## config.mk

```make
export PLATFORM = sky130hd
export DESIGN_NAME = accel_top
export DESIGN_NICKNAME = d
export VERILOG_FILES = /design/src/source/accel_pkg.sv /design/src/source/cmd_if.sv /design/src/source/accel_top.sv /design/src/source/resp_tx.sv /design/src/source/mac_array.sv /design/src/source/tile_sequencer.sv /design/src/source/operand_buffer.sv /design/src/source/csr_file.sv /design/src/source/packet_rx.sv
export SDC_FILE = /design/constraint.sdc
export NUM_CORES = 2
export LEC_CHECK = 0
export ABC_AREA = 1
export BUFFER_PORTS_ARGS = -buffer_cell sky130_fd_sc_hd__clkbuf_2
export CAP_MARGIN = 10
export CORE_MARGIN = 8
export CORE_UTILIZATION = 49
export CTS_CLUSTER_SIZE = 12
export DETAILED_ROUTE_END_ITERATION = 10
export SYNTH_ARGS = -nofsm -noshare
export SYNTH_HDL_FRONTEND = slang
export SYNTH_HIERARCHICAL = 1
export SYNTH_SLANG_ARGS = --single-unit
```

## constraint.sdc

```tcl
create_clock -name clk -period 8.2 [get_ports clk]
set_input_delay 1.64 -clock clk [delete_from_list [all_inputs] [get_ports clk]]
set_output_delay 1.64 -clock clk [all_outputs]
set_load 0.01 [all_outputs]
```

## src/source/accel_pkg.sv

```systemverilog
/*
 * Command opcodes, packet and buffer sizes, CSR map
 * Lane, vector, accumulator and data word types
 */
package accel_pkg;

    // ==============================
    // Command opcodes
    // ==============================
    typedef logic [3:0] opcode_t;

    localparam opcode_t CMD_CSR_WR     = 4'h0;
    localparam opcode_t CMD_CSR_RD     = 4'h1;
    localparam opcode_t CMD_BUF_WR_A   = 4'h2;
    localparam opcode_t CMD_BUF_WR_B   = 4'h3;
    localparam opcode_t CMD_BUF_RD_OUT = 4'h4;
    localparam opcode_t CMD_START      = 4'h5;
    localparam opcode_t CMD_ABORT      = 4'h6;
    localparam opcode_t CMD_STATUS     = 4'h7;

    // Command byte, 2 address bytes, 4 data bytes
    localparam int PKT_BYTES = 7;

    // ==============================
    // Buffers, array and CSR map
    // ==============================
    localparam int BUF_DEPTH = 16;
    localparam int BUF_AW    = 4;
    localparam int LANES     = 2;

    // K_LEN register width, values above BUF_DEPTH run as BUF_DEPTH
    localparam int K_LEN_W = 5;

    localparam logic [15:0] CSR_K_LEN   = 16'h0000;
    localparam logic [15:0] CSR_SCRATCH = 16'h0001;

    // Status word bits
    localparam int STAT_BUSY_BIT = 0;
    localparam int STAT_ERR_BIT  = 1;

    // ==============================
    // Data types
    // ==============================
    typedef logic signed [7:0]  lane_t;
    typedef lane_t [LANES-1:0]  vec_t;
    typedef logic signed [31:0] acc_t;
    typedef logic [31:0]        word_t;

endpackage
```

## src/source/cmd_if.sv

```systemverilog
/*
 * Decoded command bus, source and sink views
 */
`timescale 1ns/1ps

interface cmd_if;
    logic               valid;
    accel_pkg::opcode_t op;
    logic [15:0]        addr;
    accel_pkg::word_t   data;

    modport src (output valid, output op, output addr, output data);
    modport snk (input valid, input op, input addr, input data);
endinterface

```

## src/source/accel_top.sv

```systemverilog
/*
 * Accelerator top level: byte-wide host ports around the command bus
 */
`timescale 1ns/1ps

module accel_top (
    input  logic       clk,
    input  logic       rst_n,
    input  logic [7:0] i_rx_byte,
    input  logic       i_rx_valid,
    input  logic       i_tx_ready,
    output logic [7:0] o_tx_byte,
    output logic       o_tx_valid,
    output logic       o_busy,
    output logic       o_done,
    output logic       o_error
);

    cmd_if cmd_bus ();

    logic                          illegal;
    logic [accel_pkg::K_LEN_W-1:0] k_len;
    accel_pkg::word_t              csr_rdata;
    logic                          rd_en;
    logic [accel_pkg::BUF_AW-1:0]  rd_addr;
    accel_pkg::vec_t               a_vec;
    accel_pkg::vec_t               b_vec;
    logic                          clr;
    logic                          acc_en;
    accel_pkg::acc_t               result;

    // ==============================
    // Command path
    // ==============================
    packet_rx u_packet_rx (
        .clk        (clk),
        .rst_n      (rst_n),
        .i_rx_byte  (i_rx_byte),
        .i_rx_valid (i_rx_valid),
        .o_cmd      (cmd_bus),
        .o_illegal  (illegal)
    );

    csr_file u_csr_file (
        .clk       (clk),
        .rst_n     (rst_n),
        .i_cmd     (cmd_bus),
        .i_illegal (illegal),
        .i_busy    (o_busy),
        .o_k_len   (k_len),
        .o_rdata   (csr_rdata),
        .o_error   (o_error)
    );

    // ==============================
    // Operands and compute
    // ==============================
    operand_buffer #(.WR_OP(accel_pkg::CMD_BUF_WR_A)) u_buf_a (
        .clk       (clk),
        .i_cmd     (cmd_bus),
        .i_rd_en   (rd_en),
        .i_rd_addr (rd_addr),
        .o_rd_data (a_vec)
    );

    operand_buffer #(.WR_OP(accel_pkg::CMD_BUF_WR_B)) u_buf_b (
        .clk       (clk),
        .i_cmd     (cmd_bus),
        .i_rd_en   (rd_en),
        .i_rd_addr (rd_addr),
        .o_rd_data (b_vec)
    );

    tile_sequencer u_sequencer (
        .clk       (clk),
        .rst_n     (rst_n),
        .i_cmd     (cmd_bus),
        .i_k_len   (k_len),
        .o_rd_en   (rd_en),
        .o_rd_addr (rd_addr),
        .o_clr     (clr),
        .o_acc_en  (acc_en),
        .o_busy    (o_busy),
        .o_done    (o_done)
    );

    // Result select from the low address bits of the read command
    mac_array u_mac_array (
        .clk      (clk),
        .rst_n    (rst_n),
        .i_clr    (clr),
        .i_acc_en (acc_en),
        .i_a      (a_vec),
        .i_b      (b_vec),
        .i_sel    (cmd_bus.addr[1:0]),
        .o_result (result)
    );

    resp_tx u_resp_tx (
        .clk         (clk),
        .rst_n       (rst_n),
        .i_cmd       (cmd_bus),
        .i_csr_rdata (csr_rdata),
        .i_result    (result),
        .i_tx_ready  (i_tx_ready),
        .o_tx_byte   (o_tx_byte),
        .o_tx_valid  (o_tx_valid)
    );

endmodule

```

## src/source/resp_tx.sv

```systemverilog
/*
 * Response serializer: header byte then 4 data bytes, LSB first
 */
`timescale 1ns/1ps

module resp_tx (
    input  logic             clk,
    input  logic             rst_n,
    cmd_if.snk               i_cmd,
    input  accel_pkg::word_t i_csr_rdata,
    input  accel_pkg::acc_t  i_result,
    input  logic             i_tx_ready,
    output logic [7:0]       o_tx_byte,
    output logic             o_tx_valid
);

    logic [2:0]       byte_idx;
    logic [7:0]       hdr_q;
    accel_pkg::word_t word_q;
    logic             is_read;
    logic             load;
    logic             advance;

    assign is_read = (i_cmd.op == accel_pkg::CMD_CSR_RD) ||
                     (i_cmd.op == accel_pkg::CMD_STATUS) ||
                     (i_cmd.op == accel_pkg::CMD_BUF_RD_OUT);

    // Reads arriving mid-response are dropped
    assign load    = i_cmd.valid && is_read && !o_tx_valid;
    assign advance = o_tx_valid && i_tx_ready;

    // ==============================
    // Byte sequencing
    // ==============================
    always_ff @(posedge clk) begin
        if (!rst_n) begin
            o_tx_valid <= 1'b0;
            byte_idx   <= '0;
        end else if (load) begin
            o_tx_valid <= 1'b1;
            byte_idx   <= '0;
        end else if (advance) begin
            // Index 4 is the last data byte
            if (byte_idx == 3'd4) begin
                o_tx_valid <= 1'b0;
            end
            byte_idx <= byte_idx + 3'd1;
        end
    end

    // Low nibble of the command is not carried on the bus, echoed as zero
    always_ff @(posedge clk) begin
        if (load) begin
            hdr_q  <= {i_cmd.op, 4'h0};
            word_q <= (i_cmd.op == accel_pkg::CMD_BUF_RD_OUT) ?
                      accel_pkg::word_t'(i_result) : i_csr_rdata;
        end else if (advance && (byte_idx != '0)) begin
            word_q <= word_q >> 8;
        end
    end

    assign o_tx_byte = (byte_idx == '0) ? hdr_q : word_q[7:0];

endmodule

```

## src/source/mac_array.sv

```systemverilog
/*
 * 2x2 output-stationary signed multiply-accumulate array
 * Combinational select of one accumulator
 */
`timescale 1ns/1ps

module mac_array (
    input  logic            clk,
    input  logic            rst_n,
    input  logic            i_clr,
    input  logic            i_acc_en,
    input  accel_pkg::vec_t i_a,
    input  accel_pkg::vec_t i_b,
    input  logic [1:0]      i_sel,
    output accel_pkg::acc_t o_result
);

    accel_pkg::acc_t acc_q [accel_pkg::LANES][accel_pkg::LANES];
    accel_pkg::acc_t prod  [accel_pkg::LANES][accel_pkg::LANES];

    // Sign-extend both lanes before the multiply
    always_comb begin
        for (int r = 0; r < accel_pkg::LANES; r++) begin
            for (int c = 0; c < accel_pkg::LANES; c++) begin
                prod[r][c] = accel_pkg::acc_t'(signed'(i_a[r])) *
                             accel_pkg::acc_t'(signed'(i_b[c]));
            end
        end
    end

    always_ff @(posedge clk) begin
        for (int r = 0; r < accel_pkg::LANES; r++) begin
            for (int c = 0; c < accel_pkg::LANES; c++) begin
                if (!rst_n || i_clr) begin
                    acc_q[r][c] <= '0;
                end else if (i_acc_en) begin
                    acc_q[r][c] <= acc_q[r][c] + prod[r][c];
                end
            end
        end
    end

    // Row from lane of A, column from lane of B
    assign o_result = acc_q[i_sel[1]][i_sel[0]];

endmodule

```

## src/source/tile_sequencer.sv

```systemverilog
/*
 * Run control: start and abort, k counter, clear and accumulate strobes
 */
`timescale 1ns/1ps

module tile_sequencer (
    input  logic                          clk,
    input  logic                          rst_n,
    cmd_if.snk                            i_cmd,
    input  logic [accel_pkg::K_LEN_W-1:0] i_k_len,
    output logic                          o_rd_en,
    output logic [accel_pkg::BUF_AW-1:0]  o_rd_addr,
    output logic                          o_clr,
    output logic                          o_acc_en,
    output logic                          o_busy,
    output logic                          o_done
);

    typedef enum logic [1:0] {S_IDLE, S_CLR, S_READ, S_DRAIN} state_t;

    state_t                        state;
    logic [accel_pkg::BUF_AW-1:0]  k_q;
    logic [accel_pkg::K_LEN_W-1:0] k_run;
    logic [accel_pkg::K_LEN_W-1:0] k_clamped;
    logic                          start_cmd;
    logic                          abort_cmd;

    assign start_cmd = i_cmd.valid && (i_cmd.op == accel_pkg::CMD_START);
    assign abort_cmd = i_cmd.valid && (i_cmd.op == accel_pkg::CMD_ABORT);

    // Lengths past the buffer depth run the whole buffer
    assign k_clamped = (i_k_len > accel_pkg::K_LEN_W'(accel_pkg::BUF_DEPTH)) ?
                       accel_pkg::K_LEN_W'(accel_pkg::BUF_DEPTH) : i_k_len;

    assign o_busy    = (state != S_IDLE);
    assign o_clr     = (state == S_CLR);
    assign o_rd_en   = (state == S_READ);
    assign o_rd_addr = k_q;

    // Length captured once per run
    always_ff @(posedge clk) begin
        if (start_cmd && (state == S_IDLE)) begin
            k_run <= k_clamped;
        end
    end

    // ==============================
    // Run FSM
    // ==============================
    always_ff @(posedge clk) begin
        if (!rst_n) begin
            state    <= S_IDLE;
            k_q      <= '0;
            o_acc_en <= 1'b0;
            o_done   <= 1'b0;
        end else begin
            o_done   <= 1'b0;
            // Read data lands one cycle after the read strobe
            o_acc_en <= o_rd_en;
            case (state)
                S_IDLE: begin
                    if (start_cmd) begin
                        state <= S_CLR;
                    end
                end
                S_CLR: begin
                    k_q <= '0;
                    if (k_run == '0) begin
                        state  <= S_IDLE;
                        o_done <= 1'b1;
                    end else begin
                        state <= S_READ;
                    end
                end
                S_READ: begin
                    if (accel_pkg::K_LEN_W'(k_q) == k_run - 1'b1) begin
                        state <= S_DRAIN;
                    end else begin
                        k_q <= k_q + 1'b1;
                    end
                end
                default: begin
                    // Last accumulate happens in this cycle
                    state  <= S_IDLE;
                    o_done <= 1'b1;
                end
            endcase
            // Abort leaves partial sums in place and skips done
            if (abort_cmd && o_busy) begin
                state  <= S_IDLE;
                o_done <= 1'b0;
            end
        end
    end

endmodule

```

## src/source/operand_buffer.sv

```systemverilog
/*
 * Two-lane operand store, written by its own opcode, registered read
 */
`timescale 1ns/1ps

module operand_buffer #(
    parameter accel_pkg::opcode_t WR_OP = accel_pkg::CMD_BUF_WR_A
) (
    input  logic                         clk,
    cmd_if.snk                           i_cmd,
    input  logic                         i_rd_en,
    input  logic [accel_pkg::BUF_AW-1:0] i_rd_addr,
    output accel_pkg::vec_t              o_rd_data
);

    accel_pkg::vec_t mem [accel_pkg::BUF_DEPTH];

    // Lane 0 from data byte 0, lane 1 from data byte 1
    always_ff @(posedge clk) begin
        if (i_cmd.valid && (i_cmd.op == WR_OP)) begin
            mem[i_cmd.addr[accel_pkg::BUF_AW-1:0]] <=
                accel_pkg::vec_t'(i_cmd.data[$bits(accel_pkg::vec_t)-1:0]);
        end
    end

    always_ff @(posedge clk) begin
        if (i_rd_en) begin
            o_rd_data <= mem[i_rd_addr];
        end
    end

endmodule

```

## src/source/csr_file.sv

```systemverilog
/*
 * K_LEN and scratch registers, sticky error flag
 * Combinational read word for CSR read and status
 */
`timescale 1ns/1ps

module csr_file (
    input  logic                          clk,
    input  logic                          rst_n,
    cmd_if.snk                            i_cmd,
    input  logic                          i_illegal,
    input  logic                          i_busy,
    output logic [accel_pkg::K_LEN_W-1:0] o_k_len,
    output accel_pkg::word_t              o_rdata,
    output logic                          o_error
);

    accel_pkg::word_t scratch_q;
    logic             csr_wr;

    assign csr_wr = i_cmd.valid && (i_cmd.op == accel_pkg::CMD_CSR_WR);

    always_ff @(posedge clk) begin
        if (!rst_n) begin
            o_k_len   <= '0;
            scratch_q <= '0;
            o_error   <= 1'b0;
        end else begin
            if (csr_wr && (i_cmd.addr == accel_pkg::CSR_K_LEN)) begin
                o_k_len <= i_cmd.data[accel_pkg::K_LEN_W-1:0];
            end
            if (csr_wr && (i_cmd.addr == accel_pkg::CSR_SCRATCH)) begin
                scratch_q <= i_cmd.data;
            end
            // Held until reset
            if (i_illegal) begin
                o_error <= 1'b1;
            end
        end
    end

    // Read word, status takes priority over the address map
    always_comb begin
        o_rdata = '0;
        if (i_cmd.op == accel_pkg::CMD_STATUS) begin
            o_rdata[accel_pkg::STAT_BUSY_BIT] = i_busy;
            o_rdata[accel_pkg::STAT_ERR_BIT]  = o_error;
        end else if (i_cmd.addr == accel_pkg::CSR_K_LEN) begin
            o_rdata = accel_pkg::word_t'(o_k_len);
        end else if (i_cmd.addr == accel_pkg::CSR_SCRATCH) begin
            o_rdata = scratch_q;
        end
    end

endmodule

```

## src/source/packet_rx.sv

```systemverilog
/*
 * Packet receiver: gathers 7 bytes into opcode, address and data
 * Issues one command pulse per packet or flags an illegal opcode
 */
`timescale 1ns/1ps

module packet_rx (
    input  logic       clk,
    input  logic       rst_n,
    input  logic [7:0] i_rx_byte,
    input  logic       i_rx_valid,
    cmd_if.src         o_cmd,
    output logic       o_illegal
);

    logic [2:0] byte_cnt;
    logic       last_byte;

    assign last_byte = i_rx_valid && (byte_cnt == 3'(accel_pkg::PKT_BYTES - 1));

    // Byte position and completion pulses
    always_ff @(posedge clk) begin
        if (!rst_n) begin
            byte_cnt    <= '0;
            o_cmd.valid <= 1'b0;
            o_illegal   <= 1'b0;
        end else begin
            o_cmd.valid <= 1'b0;
            o_illegal   <= 1'b0;
            if (last_byte) begin
                byte_cnt <= '0;
                // Codes 8 to F are not defined
                if (o_cmd.op > accel_pkg::CMD_STATUS) begin
                    o_illegal <= 1'b1;
                end else begin
                    o_cmd.valid <= 1'b1;
                end
            end else if (i_rx_valid) begin
                byte_cnt <= byte_cnt + 3'd1;
            end
        end
    end

    // Field capture, address and data arrive LSB first and shift down
    always_ff @(posedge clk) begin
        if (i_rx_valid) begin
            case (byte_cnt)
                3'd0:       o_cmd.op   <= accel_pkg::opcode_t'(i_rx_byte[7:4]);
                3'd1, 3'd2: o_cmd.addr <= {i_rx_byte, o_cmd.addr[15:8]};
                default:    o_cmd.data <= {i_rx_byte, o_cmd.data[31:8]};
            endcase
        end
    end

endmodule

```

==> flow_metrics.tcl <==
set metrics [dict create \
    grt_pass1_vias 42400 \
    drive_gt1_share_pct 5.69 \
    ys_async_sr_fraction_pct 0 \
    synth_edf_count 765 \
    die_h_um 365 \
    synth_xor_area_share_pct 0.293 \
    fmax_mhz 161 \
    antennaDiodeCount 0 \
    cts_setup_buffers 0 \
    clkSinkCount 820 \
    cts.clk_slew.worst_paths_ns 0.06 \
    fin_crit_sh_pct 76.0 \
    avgSynthCellArea_um2 9.03 \
    pwr_density_cell_nw_per_um2 153 \
    syn_inst 6619 \
    hold_slack_ns 0.424 \
    max-slew-margin-rel_pct 20.7 \
    core-area_um2 121000 \
    outcome "complete, no violations" \
    final_nets 7450 \
    synth_cell_types 43 \
    crit_type "reg2reg" \
    synth_top_area_share_pct 38.5 \
    netlist_top_cells_area "edfxtp_1, fa_1, nand2_1, inv_1, ha_1" \
    die_w_um 365 \
    finalCriticalPeriod_ns 6.23 \
    ff_latch_area_um2 24100 \
    seqPwrFrac_pct 47.2 \
    syn2layout_area_growth_pct 7.91 \
    initial_core_util_pct 49.2 \
    antenna_left 0 \
    vias 43200 \
    power_frac_comb_pct 11.2 \
    setup_viol 0 \
    rrSetupSlack_ns 1.97 \
    ys_seq_area_share_pct 40.3 \
    crit_required_ns 8.66 \
    yosysWarnings 6 \
    core.rowCount 128 \
    ir_worst_vdd_uv 191 \
    hp-class "reg2reg" \
    crit_path_start_kind "flop" \
    switching_share_pct 26.2 \
    dpl.hpwl_um 116000 \
    multiInputGateArea_um2 29500 \
    root_buffer "clkbuf_16" \
    antenna_found_initial 2 \
    grt-ovfl-total 0 \
    yosys.area.top_type "edfxtp_1" \
    post-route-drc-count 0 \
    nFillCells 11100 \
    die_area_um2 133000 \
    ctsResizeCount 0 \
    p_total_mw 9.84 \
    gp_congestion 0.941 \
    routed_via_density 5.20 \
    cap_viol_max_count 0 \
    worst_pin_slew_ns 1.18 \
    cp-end-kind "flop" \
    p_int_mw 7.26 \
    cts_inserted_buffers 94 \
    clk_latency_ns 0.70 \
    tritoncts "done" \
    synth_compound_area_share_pct 3.54 \
    drtIter0Drc 3530 \
    totalWireLength_um 164000 \
    crit_fanout 18 \
    grt_use_total_pct 24.7 \
    synthesis.area_um2 59700 \
    synth.area.mux_share_pct 0 \
    synth_top_family_by_area "adder cells" \
    dr.pass1.iters 6 \
    grt_max_degree 129 \
    synthTopCellsByCount "nand2_1, inv_1, edfxtp_1, nand3_1, fa_1" \
    syn_nets 7463 \
    rsz0062_at_grt "no" \
    clk_path_buf_depth 3 \
    hold_violations 0 \
    grt_pass1_wl_um 254000 \
    synth-main-ff-cell "edfxtp_1" \
    wl_per_cell_um 19.7 \
    yosysMostFrequentCell "nand2_1" \
    switchingPower_mw 2.58 \
    slew_violations 0 \
    synth_adder_area_share_pct 24.3 \
    cts_hold_buf 0 \
    fin_skew_ns 0.0382 \
    synth-simple-area-share_pct 21.2 \
    power.share.clock_pct 41.5 \
    leakage_nw 30.5 \
    ys_ff_latch 820 \
    portBuffers 23 \
    cts_max_level 3 \
    ios 24 \
    crit_arrival_ns 6.69 \
    fin_setup_tns_ns 0 \
]
layer usage:
metal / vias up / global-route usage [%] / part of all wire, %
met5: - / 0 / 0
met4: 0 / 9.35 / 4.2
met3: 258 / 2.49 / 5.5
met2: 1333 / 40.3 / 47
met1: 20900 / 34.2 / 43
li1: 20700 / - / -
worst max-delay path, stage by stage, from the launching register on:
cell and delay [ns]:
edfxtp_1 0.85, nand2_1 0.20, inv_1 0.88, buf_4 0.35, fa_1 0.47, fa_1 0.51, fa_1 0.57, fa_1 0.44
ha_1 0.30, ha_1 0.34, nand2_1 0.13, nor2_1 0.23, nand2_1 0.08, inv_1 0.07, nand3_1 0.10, nand3_1 0.10
nand2_1 0.05, nor2_1 0.33
final timing paths:
check,to,from,cells after the start
worst min-delay path,u_csr_file/o_error,u_packet_rx/o_illegal,1
worst max-delay path,u_mac_array/acc_q[0][62],u_buf_b/o_rd_data[0],17
worst min register to register,u_csr_file/o_error,u_packet_rx/o_illegal,1
worst max register to register,u_mac_array/acc_q[0][62],u_buf_b/o_rd_data[0],17
per-stage QoR:
step	cell area, um2	cells	worst slack, ns	util [%]
6_report	64500	8304	1.97	53.1
5_1_grt	64500	8304	1.59	53.1
4_1_cts	64500	8304	2.03	53.1
3_5_place_dp	61500	8135	2.05	50.7
3_3_place_gp	61500	8135	2.09	50.7
2_1_floorplan	59700	6619	2.34	-
power groups by stage:
stage	sequential (mW)	clock, mW	combinational [mW]
3_3_place_gp	4.74	0	1.09
5_1_grt	4.65	4.33	1.25
4_1_cts	4.65	4.17	1.10
2_1_floorplan	4.74	0	0.746
3_5_place_dp	4.74	0	1.10
6_report	4.65	4.09	1.10
area by class of cell:
class / count / share of cell area, %
clock buffer: 122 / 3.97
clock inverter: 47 / 0.648
inverter: 1325 / 7.72
multi-input combinational: 4239 / 45.7
sequential: 820 / 37.4
tap: 1625 / 3.15
timing repair buffer: 126 / 1.40
state kept, by name (all words and copies together), names as in the netlist, 16 cells and up:
name,cells
u_buf_b/o_rd_data,16
u_buf_a/mem,256
u_packet_rx/o_cmd.addr,16
u_mac_array/acc_q,128
u_buf_b/mem,256
u_resp_tx/word_q,32
u_csr_file/scratch_q,32
u_packet_rx/o_cmd.data,32
u_buf_a/o_rd_data,16
cells by family after synthesis:
family / count (synthesis)
flip-flops: 820
adder cells (fa/ha/maj): 832
XOR/XNOR: 20
AND/OR/NAND/NOR: 2998
buffers and inverters: 1560
AO/OA/AOI/OAI: 389
cell usage in the layout (no fill, tap or decap), drive strengths merged, types with 53 or more instances in the layout:
| cell type | count |
|---|---|
| a21oi | 185 |
| edfxtp | 765 |
| nor3 | 53 |
| nand2 | 1786 |
| fa | 544 |
| dfxtp | 55 |
| buf | 103 |
| ha | 288 |
| o21ai | 135 |
| nand3 | 589 |
| inv | 1328 |
| clkbuf | 145 |
| nand4 | 59 |
| nor2 | 476 |
(Power assumes the default switching activity.)
